<file path="src/rtl/motor_link_pkg.sv">
// Motor link package with the widths, command codes, watchdog limits and the stage bundles
package motor_link_pkg;

    // Sizes
    localparam int NUM_MOTORS     = 4;
    localparam int BYTE_W         = 8;
    localparam int DUTY_W         = 10;
    localparam int ENC_W          = 16;
    localparam int WDT_PRESCALE_W = 4;
    localparam int WDT_W          = 8;
    localparam int BUF_LEN        = 12;
    localparam int CNT_W          = 4;

    // Plain vector types
    typedef logic [BYTE_W-1:0]   byte_t;
    typedef logic [DUTY_W-1:0]   duty_t;
    typedef logic [ENC_W-1:0]    enc_count_t;
    typedef logic [WDT_W-1:0]    wdt_count_t;
    typedef logic [BYTE_W-2:0]   cmd_code_t;

    // Filler for unknown commands and unused reply bytes
    localparam byte_t RESP_FILL = 8'hAA;

    // Watchdog terminal count, in prescaled ticks
    localparam wdt_count_t WDT_LIMIT = 8'hFF;

    // Command codes, low 7 bits of the command byte
    localparam cmd_code_t CMD_UPDATE_MTRS     = 7'h00;
    localparam cmd_code_t CMD_ENCODER_COUNT   = 7'h11;
    localparam cmd_code_t CMD_DUTY_CYCLE      = 7'h13;
    localparam cmd_code_t CMD_TOGGLE_MOTOR_EN = 7'h20;
    // Command byte MSB value for a read
    localparam logic      CMD_READ_TYPE       = 1'b1;

    // Byte link events, all strobes one sysclk wide
    typedef struct packed {
        logic  start;
        logic  byte_done;
        logic  frame_end;
        byte_t rx_byte;
    } link_evt_t;

    typedef struct packed {
        duty_t [NUM_MOTORS-1:0] duty;
    } duty_vec_t;

    typedef struct packed {
        enc_count_t [NUM_MOTORS-1:0] cnt;
    } enc_vec_t;

    // Decoded request for the motor guard
    typedef struct packed {
        logic      apply_duty;
        duty_vec_t duties;
        logic      en_set;
        logic      en_clr;
    } motor_cmd_t;

    // Decoder frame phase
    typedef enum logic [1:0] {
        IDLE,
        CMD,
        DATA
    } link_phase_e;

endpackage

</file>
<file path="src/rtl/spi_byte_link.sv">
// SPI mode 0 slave byte link with pin synchronizers, byte shifters and frame strobes
module spi_byte_link (
    input  logic                      sysclk,
    input  logic                      watchdog_timer_reset_flag,
    input  logic                      sck_i,
    input  logic                      mosi_i,
    input  logic                      ncs_i,
    input  motor_link_pkg::byte_t     tx_byte_i,
    output motor_link_pkg::link_evt_t evt_o,
    output logic                      miso_o
);
    import motor_link_pkg::*;

    // Two flop synchronizers, bit 1 is the synced value
    logic [1:0] sck_sync;
    logic [1:0] mosi_sync;
    logic [1:0] ncs_sync;
    // Delayed copies for edge detection
    logic       sck_d;
    logic       ncs_d;
    logic       sck_rise;
    logic       sck_fall;
    logic       ncs_fall;
    logic       ncs_rise;
    logic       active;
    // Bit position inside the current byte, wraps every 8 bits
    logic [2:0] bit_cnt;
    byte_t      rx_sh;
    byte_t      tx_sh;

    assign active   = ~ncs_sync[1];
    assign sck_rise = sck_sync[1] & ~sck_d & active;
    assign sck_fall = ~sck_sync[1] & sck_d & active;
    assign ncs_fall = ~ncs_sync[1] & ncs_d;
    assign ncs_rise = ncs_sync[1] & ~ncs_d;

    // MSB first
    assign miso_o = tx_sh[BYTE_W-1];

    always_ff @(posedge sysclk) begin
        if (watchdog_timer_reset_flag) begin
            sck_sync  <= '0;
            mosi_sync <= '0;
            // Select idles high, so no false edge leaving reset
            ncs_sync  <= '1;
            sck_d     <= 1'b0;
            ncs_d     <= 1'b1;
            bit_cnt   <= '0;
            rx_sh     <= '0;
            tx_sh     <= '0;
            evt_o     <= '0;
        end else begin
            sck_sync  <= {sck_sync[0], sck_i};
            mosi_sync <= {mosi_sync[0], mosi_i};
            ncs_sync  <= {ncs_sync[0], ncs_i};
            sck_d     <= sck_sync[1];
            ncs_d     <= ncs_sync[1];

            evt_o.start     <= ncs_fall;
            evt_o.frame_end <= ncs_rise;
            evt_o.byte_done <= sck_rise && (bit_cnt == 3'd7);

            // Host drives MOSI on the falling edge, sample on the rising one
            if (sck_rise) begin
                rx_sh   <= {rx_sh[BYTE_W-2:0], mosi_sync[1]};
                bit_cnt <= bit_cnt + 3'd1;
                if (bit_cnt == 3'd7) begin
                    evt_o.rx_byte <= {rx_sh[BYTE_W-2:0], mosi_sync[1]};
                end
            end

            if (ncs_fall) begin
                // First byte must sit on MISO before the first rising edge
                bit_cnt <= '0;
                tx_sh   <= tx_byte_i;
            end else if (sck_fall) begin
                // Wrapped count means a byte just finished, take the next one
                if (bit_cnt == 3'd0) begin
                    tx_sh <= tx_byte_i;
                end else begin
                    tx_sh <= {tx_sh[BYTE_W-2:0], 1'b0};
                end
            end
        end
    end

endmodule

</file>
<file path="src/rtl/quad_encoder_bank.sv">
// Quadrature encoder bank with one synchronized decoder and up/down counter per motor
module quad_encoder_bank (
    input  logic                                    sysclk,
    input  logic                                    watchdog_timer_reset_flag,
    input  logic [motor_link_pkg::NUM_MOTORS-1:0]   enc_a_i,
    input  logic [motor_link_pkg::NUM_MOTORS-1:0]   enc_b_i,
    input  logic                                    clr_i,
    output motor_link_pkg::enc_vec_t                counts_o
);
    import motor_link_pkg::*;

    // A/B pairs, {a, b}, through two sync stages plus the previous sample
    logic [1:0] ab_meta [NUM_MOTORS];
    logic [1:0] ab_sync [NUM_MOTORS];
    logic [1:0] ab_prev [NUM_MOTORS];

    always_ff @(posedge sysclk) begin
        if (watchdog_timer_reset_flag) begin
            for (int m = 0; m < NUM_MOTORS; m++) begin
                ab_meta[m] <= '0;
                ab_sync[m] <= '0;
                ab_prev[m] <= '0;
            end
            counts_o <= '0;
        end else begin
            for (int m = 0; m < NUM_MOTORS; m++) begin
                ab_meta[m] <= {enc_a_i[m], enc_b_i[m]};
                ab_sync[m] <= ab_meta[m];
                ab_prev[m] <= ab_sync[m];
                if (clr_i) begin
                    counts_o.cnt[m] <= '0;
                // Exactly one phase changed, double changes are dropped
                end else if (^(ab_sync[m] ^ ab_prev[m])) begin
                    // New A differs from old B when A leads
                    if (ab_sync[m][1] ^ ab_prev[m][0]) begin
                        counts_o.cnt[m] <= counts_o.cnt[m] + 1'b1;
                    end else begin
                        counts_o.cnt[m] <= counts_o.cnt[m] - 1'b1;
                    end
                end
            end
        end
    end

endmodule

</file>
<file path="src/rtl/frame_decoder.sv">
// Frame decoder that buffers request bytes, decodes commands and loads the reply bytes
module frame_decoder (
    input  logic                       sysclk,
    input  logic                       watchdog_timer_reset_flag,
    input  motor_link_pkg::link_evt_t  evt_i,
    input  motor_link_pkg::enc_vec_t   enc_i,
    input  motor_link_pkg::duty_vec_t  duties_i,
    input  logic                       motors_en_i,
    input  logic                       wdt_tripped_i,
    output motor_link_pkg::byte_t      tx_byte_o,
    output motor_link_pkg::motor_cmd_t cmd_o,
    output logic                       enc_clr_o
);
    import motor_link_pkg::*;

    link_phase_e      state;
    // Bytes received in this frame, command byte included
    logic [CNT_W-1:0] byte_cnt;
    byte_t            req_buf  [BUF_LEN];
    byte_t            resp_buf [BUF_LEN];
    logic             upd_ok;
    logic             tog_ok;
    logic             apply_q;
    logic             set_q;
    logic             clr_q;
    duty_vec_t        duty_q;

    // Frame end checks, command byte sits in slot 0
    assign upd_ok = (req_buf[0][BYTE_W-2:0] == CMD_UPDATE_MTRS) &&
                    (req_buf[0][BYTE_W-1] == CMD_READ_TYPE) &&
                    (byte_cnt == CNT_W'(2 * NUM_MOTORS + 1));
    assign tog_ok = (req_buf[0][BYTE_W-2:0] == CMD_TOGGLE_MOTOR_EN) &&
                    (byte_cnt == CNT_W'(1));

    assign cmd_o     = '{apply_duty: apply_q, duties: duty_q, en_set: set_q, en_clr: clr_q};
    // Counts were taken with the command byte, safe to clear now
    assign enc_clr_o = apply_q;

    always_ff @(posedge sysclk) begin
        if (watchdog_timer_reset_flag) begin
            state    <= IDLE;
            byte_cnt <= '0;
            apply_q  <= 1'b0;
            set_q    <= 1'b0;
            clr_q    <= 1'b0;
        end else begin
            apply_q <= 1'b0;
            set_q   <= 1'b0;
            clr_q   <= 1'b0;
            if (evt_i.start) begin
                state    <= CMD;
                byte_cnt <= '0;
            end else if (evt_i.frame_end) begin
                // Back to zero so the status byte is ready for the next frame
                state    <= IDLE;
                byte_cnt <= '0;
                if (state == DATA) begin
                    apply_q <= upd_ok;
                    set_q   <= tog_ok && (req_buf[0][BYTE_W-1] == CMD_READ_TYPE);
                    clr_q   <= tog_ok && (req_buf[0][BYTE_W-1] != CMD_READ_TYPE);
                end
            end else if (evt_i.byte_done && (state != IDLE)) begin
                state <= DATA;
                // Saturate on overlong frames
                if (byte_cnt != '1) begin
                    byte_cnt <= byte_cnt + 1'b1;
                end
            end
        end
    end

    always_ff @(posedge sysclk) begin
        // Status byte, refreshed every cycle
        resp_buf[0] <= {motors_en_i, wdt_tripped_i, {(BYTE_W-2){1'b0}}};

        if (evt_i.byte_done && (state != IDLE)) begin
            if (byte_cnt < BUF_LEN) begin
                req_buf[byte_cnt] <= evt_i.rx_byte;
            end
            // Command byte landed, snapshot the reply
            if (state == CMD) begin
                for (int i = 1; i < BUF_LEN; i++) begin
                    resp_buf[i] <= RESP_FILL;
                end
                if (evt_i.rx_byte[BYTE_W-1] == CMD_READ_TYPE) begin
                    case (evt_i.rx_byte[BYTE_W-2:0])
                        CMD_UPDATE_MTRS, CMD_ENCODER_COUNT: begin
                            for (int j = 0; j < NUM_MOTORS; j++) begin
                                resp_buf[2*j+1] <= enc_i.cnt[j][ENC_W-1:BYTE_W];
                                resp_buf[2*j+2] <= enc_i.cnt[j][BYTE_W-1:0];
                            end
                        end
                        CMD_DUTY_CYCLE: begin
                            for (int j = 0; j < NUM_MOTORS; j++) begin
                                resp_buf[2*j+1] <= BYTE_W'(duties_i.duty[j][DUTY_W-1:BYTE_W]);
                                resp_buf[2*j+2] <= duties_i.duty[j][BYTE_W-1:0];
                            end
                        end
                        default: begin
                        end
                    endcase
                end
            end
        end

        // Duty bytes arrive low then high, one pair per motor
        if (evt_i.frame_end) begin
            for (int j = 0; j < NUM_MOTORS; j++) begin
                duty_q.duty[j] <= {req_buf[2*j+2][DUTY_W-BYTE_W-1:0], req_buf[2*j+1]};
            end
        end

        // Registered, so the next byte is ready 2 cycles after byte_done
        tx_byte_o <= (byte_cnt < BUF_LEN) ? resp_buf[byte_cnt] : RESP_FILL;
    end

endmodule

</file>
<file path="src/rtl/motor_guard.sv">
// Motor guard with the duty registers, the enable level and the prescaled watchdog
module motor_guard (
    input  logic                       sysclk,
    input  logic                       watchdog_timer_reset_flag,
    input  motor_link_pkg::motor_cmd_t cmd_i,
    output motor_link_pkg::duty_vec_t  duty_o,
    output motor_link_pkg::duty_vec_t  duties_o,
    output logic                       motors_en_o,
    output logic                       wdt_tripped_o
);
    import motor_link_pkg::*;

    duty_vec_t                 duty_q;
    logic                      en_q;
    logic                      tripped_q;
    logic                      kick;
    logic                      wdt_tick;
    logic [WDT_PRESCALE_W-1:0] presc;
    wdt_count_t                wdt_cnt;

    // Any accepted host command keeps the watchdog fed
    assign kick     = cmd_i.apply_duty | cmd_i.en_set | cmd_i.en_clr;
    // One tick per prescaler wrap
    assign wdt_tick = (presc == '1);

    assign duties_o      = duty_q;
    // Disabled motors see zero duty
    assign duty_o        = en_q ? duty_q : '0;
    assign motors_en_o   = en_q;
    assign wdt_tripped_o = tripped_q;

    always_ff @(posedge sysclk) begin
        if (watchdog_timer_reset_flag) begin
            duty_q    <= '0;
            en_q      <= 1'b1;
            tripped_q <= 1'b0;
            presc     <= '0;
            wdt_cnt   <= '0;
        end else begin
            if (cmd_i.apply_duty) begin
                duty_q <= cmd_i.duties;
            end

            // Kick restarts both counters and clears a trip
            if (kick) begin
                presc     <= '0;
                wdt_cnt   <= '0;
                tripped_q <= 1'b0;
            end else begin
                presc <= presc + 1'b1;
                // Count stops once tripped
                if (wdt_tick && !tripped_q) begin
                    wdt_cnt <= wdt_cnt + 1'b1;
                    if (wdt_cnt == WDT_LIMIT - 1'b1) begin
                        tripped_q <= 1'b1;
                    end
                end
            end

            // New duties or an explicit enable win over a pending trip
            if (cmd_i.apply_duty || cmd_i.en_set) begin
                en_q <= 1'b1;
            end else if (cmd_i.en_clr || tripped_q) begin
                en_q <= 1'b0;
            end
        end
    end

endmodule

</file>
<file path="src/rtl/motor_link_top.sv">
// Motor link top level joining the SPI byte link, frame decoder, motor guard and encoders
module motor_link_top (
    input  logic                                  sysclk,
    input  logic                                  watchdog_timer_reset_flag,
    input  logic                                  spi_sck_i,
    input  logic                                  spi_mosi_i,
    input  logic                                  spi_ncs_i,
    output logic                                  spi_miso_o,
    input  logic [motor_link_pkg::NUM_MOTORS-1:0] enc_a_i,
    input  logic [motor_link_pkg::NUM_MOTORS-1:0] enc_b_i,
    output motor_link_pkg::duty_vec_t             duty_o,
    output logic                                  motors_en_o,
    output logic                                  wdt_tripped_o
);
    import motor_link_pkg::*;

    link_evt_t  evt;
    byte_t      tx_byte;
    motor_cmd_t motor_cmd;
    logic       enc_clr;
    enc_vec_t   enc_counts;
    // Ungated duties for readback
    duty_vec_t  duties;

    spi_byte_link u_link (
        .sysclk                    (sysclk),
        .watchdog_timer_reset_flag (watchdog_timer_reset_flag),
        .sck_i                     (spi_sck_i),
        .mosi_i                    (spi_mosi_i),
        .ncs_i                     (spi_ncs_i),
        .tx_byte_i                 (tx_byte),
        .evt_o                     (evt),
        .miso_o                    (spi_miso_o)
    );

    frame_decoder u_dec (
        .sysclk                    (sysclk),
        .watchdog_timer_reset_flag (watchdog_timer_reset_flag),
        .evt_i                     (evt),
        .enc_i                     (enc_counts),
        .duties_i                  (duties),
        .motors_en_i               (motors_en_o),
        .wdt_tripped_i             (wdt_tripped_o),
        .tx_byte_o                 (tx_byte),
        .cmd_o                     (motor_cmd),
        .enc_clr_o                 (enc_clr)
    );

    motor_guard u_guard (
        .sysclk                    (sysclk),
        .watchdog_timer_reset_flag (watchdog_timer_reset_flag),
        .cmd_i                     (motor_cmd),
        .duty_o                    (duty_o),
        .duties_o                  (duties),
        .motors_en_o               (motors_en_o),
        .wdt_tripped_o             (wdt_tripped_o)
    );

    quad_encoder_bank u_enc (
        .sysclk                    (sysclk),
        .watchdog_timer_reset_flag (watchdog_timer_reset_flag),
        .enc_a_i                   (enc_a_i),
        .enc_b_i                   (enc_b_i),
        .clr_i                     (enc_clr),
        .counts_o                  (enc_counts)
    );

endmodule

</file>
<file path="config.mk">
export PLATFORM = sky130hd
export DESIGN_NAME = motor_link_top
export DESIGN_NICKNAME = d
export VERILOG_FILES = /design/src/rtl/motor_link_pkg.sv /design/src/rtl/spi_byte_link.sv /design/src/rtl/quad_encoder_bank.sv /design/src/rtl/frame_decoder.sv /design/src/rtl/motor_guard.sv /design/src/rtl/motor_link_top.sv
export SDC_FILE = /design/constraint.sdc
export NUM_CORES = 1
export LEC_CHECK = 0
export BUFFER_PORTS_ARGS = -buffer_cell sky130_fd_sc_hd__buf_2
export CAP_MARGIN = 20
export CORE_MARGIN = 2
export CORE_UTILIZATION = 30
export CTS_CLUSTER_SIZE = 12
export DETAILED_ROUTE_END_ITERATION = 7
export GPL_ROUTABILITY_DRIVEN = 0
export SETUP_SLACK_MARGIN = 0.5
export SLEW_MARGIN = 20
export SYNTH_ARGS = -nofsm -noshare
export SYNTH_HDL_FRONTEND = slang
export SYNTH_HIERARCHICAL = 1
export SYNTH_SLANG_ARGS = --single-unit
</file>
<file path="constraint.sdc">
create_clock -name sysclk -period 3.3 [get_ports sysclk]
set_input_delay 0.825 -clock sysclk [delete_from_list [all_inputs] [get_ports sysclk]]
set_output_delay 0.825 -clock sysclk [all_outputs]
set_load 0.02 [all_outputs]
</file>
# Word level (Yosys, flattened, before mapping)
# Memories as Yosys holds them, arrays and structs flattened. A register that Yosys moved wholly into a read port is not among the register bits.
# Cells that the tools add are included.
# word_totals
ff_bits	164
latch_bits	0
mem_bits_rw	216
romBits	0
inputBits	13
output_inout_bits	43
mem_count	5
# mem_list
name	words	width	read_ports	rd_clocked_by_memory_dff	write_ports	line	text
u_dec.req_buf	12	8	9	8	1	frame_decoder.sv:19	byte_t req_buf [BUF_LEN];
u_dec.resp_buf	12	8	1	1	12	frame_decoder.sv:20	byte_t resp_buf [BUF_LEN];
u_enc.ab_meta	4	2	4	0	4	quad_encoder_bank.sv:13	logic [1:0] ab_meta [NUM_MOTORS];
u_enc.ab_prev	4	2	4	0	4	quad_encoder_bank.sv:15	logic [1:0] ab_prev [NUM_MOTORS];
u_enc.ab_sync	4	2	4	0	4	quad_encoder_bank.sv:14	logic [1:0] ab_sync [NUM_MOTORS];
# classes
addsub	12
n_mul	0
div_mod_pow	0
order_cmp	1
eq_ne	11
shifts	0
muxes	58
n_bitwise	51
reduce_logical	32
# op_table
op	count
$mux 8	19
$add 16x1->16 const B	4
$mux 16	4
$sub 16x1->16 const B	4
$mux 40	1
$or 1x1->1	30
$mux 2	12
$mux 1	22
$eq 7x5->1 const B	2
$logic_not 7->1	2
$reduce_or 2->1	5
$add 4x1->4 const B	2
$add 8x1->8 const B	1
$eq 4x4->1 const B	2
$eq 8x8->1 const B	1
$logic_and 1x1->1	8
$reduce_xor 2->1	4
$xor 2x2->2	4
$eq 7x6->1 const B	1
$not 1->1	7
$and 1x1->1	6
$reduce_and 2->1	3
$eq 4x1->1 const B	1
$lt 4x4->1 const B	1
other kinds (13)	19

# Depth between registers and ports, before layout
# depth
ltp_word	9
mapped_depth	9

# Modules after synthesis
# Netlist, hierarchy kept.
# by_module_without_submodules
mod	n_inst	cells_per_inst	area_each_um2	seq_area_each_um2
frame_decoder	1	433	6617.6	4944.7
quad_encoder_bank	1	708	5591.6	1761.7
motor_guard	1	240	2280.9	1081.0
spi_byte_link	1	139	1377.6	740.7

# Least setup slack after synthesis
# No wires, ideal clock.
# synth_timing
path_kind	flip-flop to flip-flop
from	register u_dec.state[0]
to	memory u_dec/resp_buf[1][1] in the netlist's numbering (data pin)
setup_time_ns	0.258
arrival_time_ns	2.895
required_ns	3.042
setup_slack_ns	0.147
stages_incl_launch_ff	7
synth_period_minus_slack_ns	3.153
path_cell_list	dfxtp_1 nand2_1 nor2_2 and4_1 buf_4 buf_2 nand2_1
# synth_rtl
item	line	text
start, declared	frame_decoder.sv:16	link_phase_e state;
start signal, assigned	frame_decoder.sv:41	state <= IDLE;
start signal, assigned	frame_decoder.sv:51	state <= CMD;
start signal, assigned	frame_decoder.sv:55	state <= IDLE;
end, declared	frame_decoder.sv:20	

==> results.json <==
{
  "status": "finished, final reports clean",
  "synth.area.top_cells": "edfxtp_1 29%, dfxtp_1 25%, mux2i_1 5.9%, nor2_1 3.6%, nand2_1 2.7%",
  "holdPathEnd": "u_link/ncs_sync[1]",
  "min-delay-start": "u_link/ncs_sync[0]",
  "clock_path_buffers": 3,
  "numCtsBuffers": 39,
  "synth_seq_area_share": 0.537,
  "crit_path_end_kind": "flip-flop",
  "synth-edff-count": 152,
  "path_clk_slew_ns": 0.06,
  "postRouteAntennaNets": 0,
  "io_pins": 56,
  "hp-class": "reg2reg",
  "nNetsFinal": 1569,
  "power_density_nw_per_um2": 554,
  "synth_simple_gate_area_frac": 0.216,
  "rr_worst_depth": 8,
  "die_w_microns": 234,
  "first_global_vias": 11291,
  "drt_pass1_iterations": 6,
  "wl_per_cell_microns": 18.6,
  "final_cell_mix": "196 x dfxtp_1, 152 x nor2_1, 152 x edfxtp_1",
  "crit_chain": "xnor2_1, xnor2_1, ha_1, and4_1, o21ai_0, a2111oi_0, o21ai_0, nor3b_1",
  "cts_tree": "yes",
  "grt_pass1_wl_microns": 64900,
  "worst_slack_ns": 0.711,
  "syn-mean-instance-area_sq_um": 10.4,
  "drtIter0Drc": 1272,
  "synth_compound_area_frac": 0.0971,
  "worstPathArrival_ns": 3.00,
  "worst_pin_slew_ns": 1.00,
  "clockRootBuffer": "clkbuf_16",
  "r2r_slack_ns": 0.71,
  "synth.distinct_cells": 82,
  "vias_per_cell": 5.28,
  "drc_errors": 0,
  "finalPower_mw": 9.96,
  "fin_tns_setup_ns": 0,
  "place_area_sq_um": 16800,
  "ys_ff_latch": 350,
  "io_buffers": 55,
  "setup_viol": 0,
  "area_growth_pct": 13.2,
  "grt_remaining_overflow": 0,
  "core_area_sq_um": 52400,
  "drive_gt1_frac": 0.114,
  "async_flop_share": 0,
  "synth_top_family_by_area": "simple AND/OR/NAND/NOR gates",
  "cp_top_family": "compound AO/OA/AOI/OAI gates",
  "die_height_microns": 234,
  "ctsHoldBuffers": 0,
  "rsz0062_at_grt": "false",
  "whs_path_depth": 1,
  "slew_viol_final": 0,
  "relSlewSlack": 0.331,
  "synth_xor_area_frac": 0.0269,
  "cts_repair_resize_count": 0,
  "cp_data_required_time_ns": 3.71,
  "place_hpwl_microns": 28600,
  "fin_util": 0.343,
  "power.leakage_nw": 6.43,
  "finalHoldViolations": 0,
  "rr_startpoint": "u_enc/ab_sync[0][3]",
  "timing.critical_path.from_type": "flip-flop",
  "antenna_found_initial": 1,
  "start_util": 0.303,
  "layout.cells.most_common": "dfxtp_1",
  "core.rowCount": 84,
  "period_minus_slack_ns": 2.59,
  "yosysTopAreaCellShare": 0.288,
  "ys.flop_type": "dfxtp_1",
  "yosysWarnings": 6,
  "drv_cap": 0,
  "synthAdderAreaFrac": 0.0110,
  "critical-path-slowest-cell": "a2111oi_0",
  "yosysTopAreaCell": "edfxtp_1",
  "antenna_cells": 0,
  "dieArea_sq_um": 54700,
  "grt_max_degree": 65,
  "via_count": 11933,
  "cts_htree_levels": 2,
  "cp_num_buf_inv": 0,
  "synth_mux_area_frac": 0.0754,
  "path_max_fanout": 6,
  "cts_setup_buffers": 0,
  "track_usage": 0.150,
  "critical_path_class": "reg2reg",
  "max_freq_mhz": 386,
  "min_period_over_period": 0.784,
  "fin_worst_skew_ns": 0.00758,
  "pre_cts_ws_ns": 0.691,
  "clock_sinks": 350,
  "syn_area_sq_um": 15900,
  "synthCells": 1520,
  "peakVddDrop_mv": 0.309,
  "stdcell_area_sq_um": 18000,
  "wirelength_microns": 41900,
  "r2r-end": "u_enc/counts_o[30]",
  "slowest_delay_ns": 0.60,
  "clk_latency_ns": 0.53,
  "synthesis.nets": 1547
}
==> metrics by stage <==
stage / instances / hold WS [ns]
after floorplan: 1520 / 0.389
after global placement: 2189 / 0.394
after detailed placement: 2189 / 0.397
after CTS: 2261 / 0.409
after global routing: 2261 / 0.418
final: 2261 / 0.407
==> area by class of cell <==
type	instances	area, sq um
repair buffers	83	500
fillers	5199	34500
clock inverters	11	103
well taps	688	861
multi-input cells	1045	6790
clock buffers	61	1100
inverters	23	86.3
flip-flops and latches	350	8530
==> synth_stat cells (all sizes together) (26+ instances only) <==
master,count
dfxtp,198
clkbuf,69
nand4,28
edfxtp,152
mux2i,94
buf,33
nor3,57
nor2,153
nor4,28
nand2,116
a21oi,44
or4,30
and3,26
nand3,36
o21ai,41
or3,31
and2,50
xnor2,29
nor2b,30
==> sequential cells by signal, summed over array words and instances (netlist names), 3 cells and up <==
signal,count
u_link/rx_sh,7
u_enc/ab_sync,8
u_enc/ab_prev,8
u_dec/resp_buf,66
u_guard/duties_o,40
u_link/evt_o,11
u_dec/tx_byte_o,8
u_link/tx_sh,8
u_dec/byte_cnt,4
u_link/bit_cnt,3
u_dec/req_buf,48
u_dec/cmd_o,40
u_enc/ab_meta,8
u_enc/counts_o,64
u_guard/presc,4
u_guard/wdt_cnt,8
==> routing by layer <==
metal,GRT usage,up-vias,routed length (microns)
met5,0,-,0
met4,0.0384,0,840
met3,0.0302,59,3090
met2,0.236,451,19000
met1,0.209,5789,19000
li1,-,5634,-
==> report_power, final <==
part           switching (mW)  total, mW  leakage, nW  internal (mW)
combinational           0.559      0.992         2.74          0.433
sequential              0.257       4.87         3.12           4.61
clock                    1.72       4.10        0.575           2.38
total                    2.53       9.96         6.43           7.43
==> cell families (layout without fill, tap and decap cells) <==
family                     Yosys count  after routing
DFF                                350            350
buffers and inverters              125            178
xor gates and xnor gates            47             47
and+or+nand+nor                    648            648
muxes                              110            110
adders and majority gates           14             14
AOI/OAI and AO/OA                  226            226
==> worst max-delay path by stage <==
| stage | from | to | slack [ns] | cells after the start |
|---|---|---|---|---|
| final | u_enc/ab_sync[0][3] | u_enc/counts_o[30] | 0.71 | 8 |
| after global placement | watchdog_timer_reset_flag | u_enc/counts_o[45] | 0.70 | 6 |
| after floorplan | u_enc/ab_sync[0][7] | u_enc/counts_o[58] | 0.52 | 9 |
| after global routing | u_enc/ab_sync[0][3] | u_enc/counts_o[30] | 0.51 | 8 |
| after detailed placement | watchdog_timer_reset_flag | u_enc/counts_o[45] | 0.69 | 6 |
| after CTS | u_guard/motors_en_o | duty_o[9] | 0.68 | 3 |
Power figures use the tool's default switching activity.
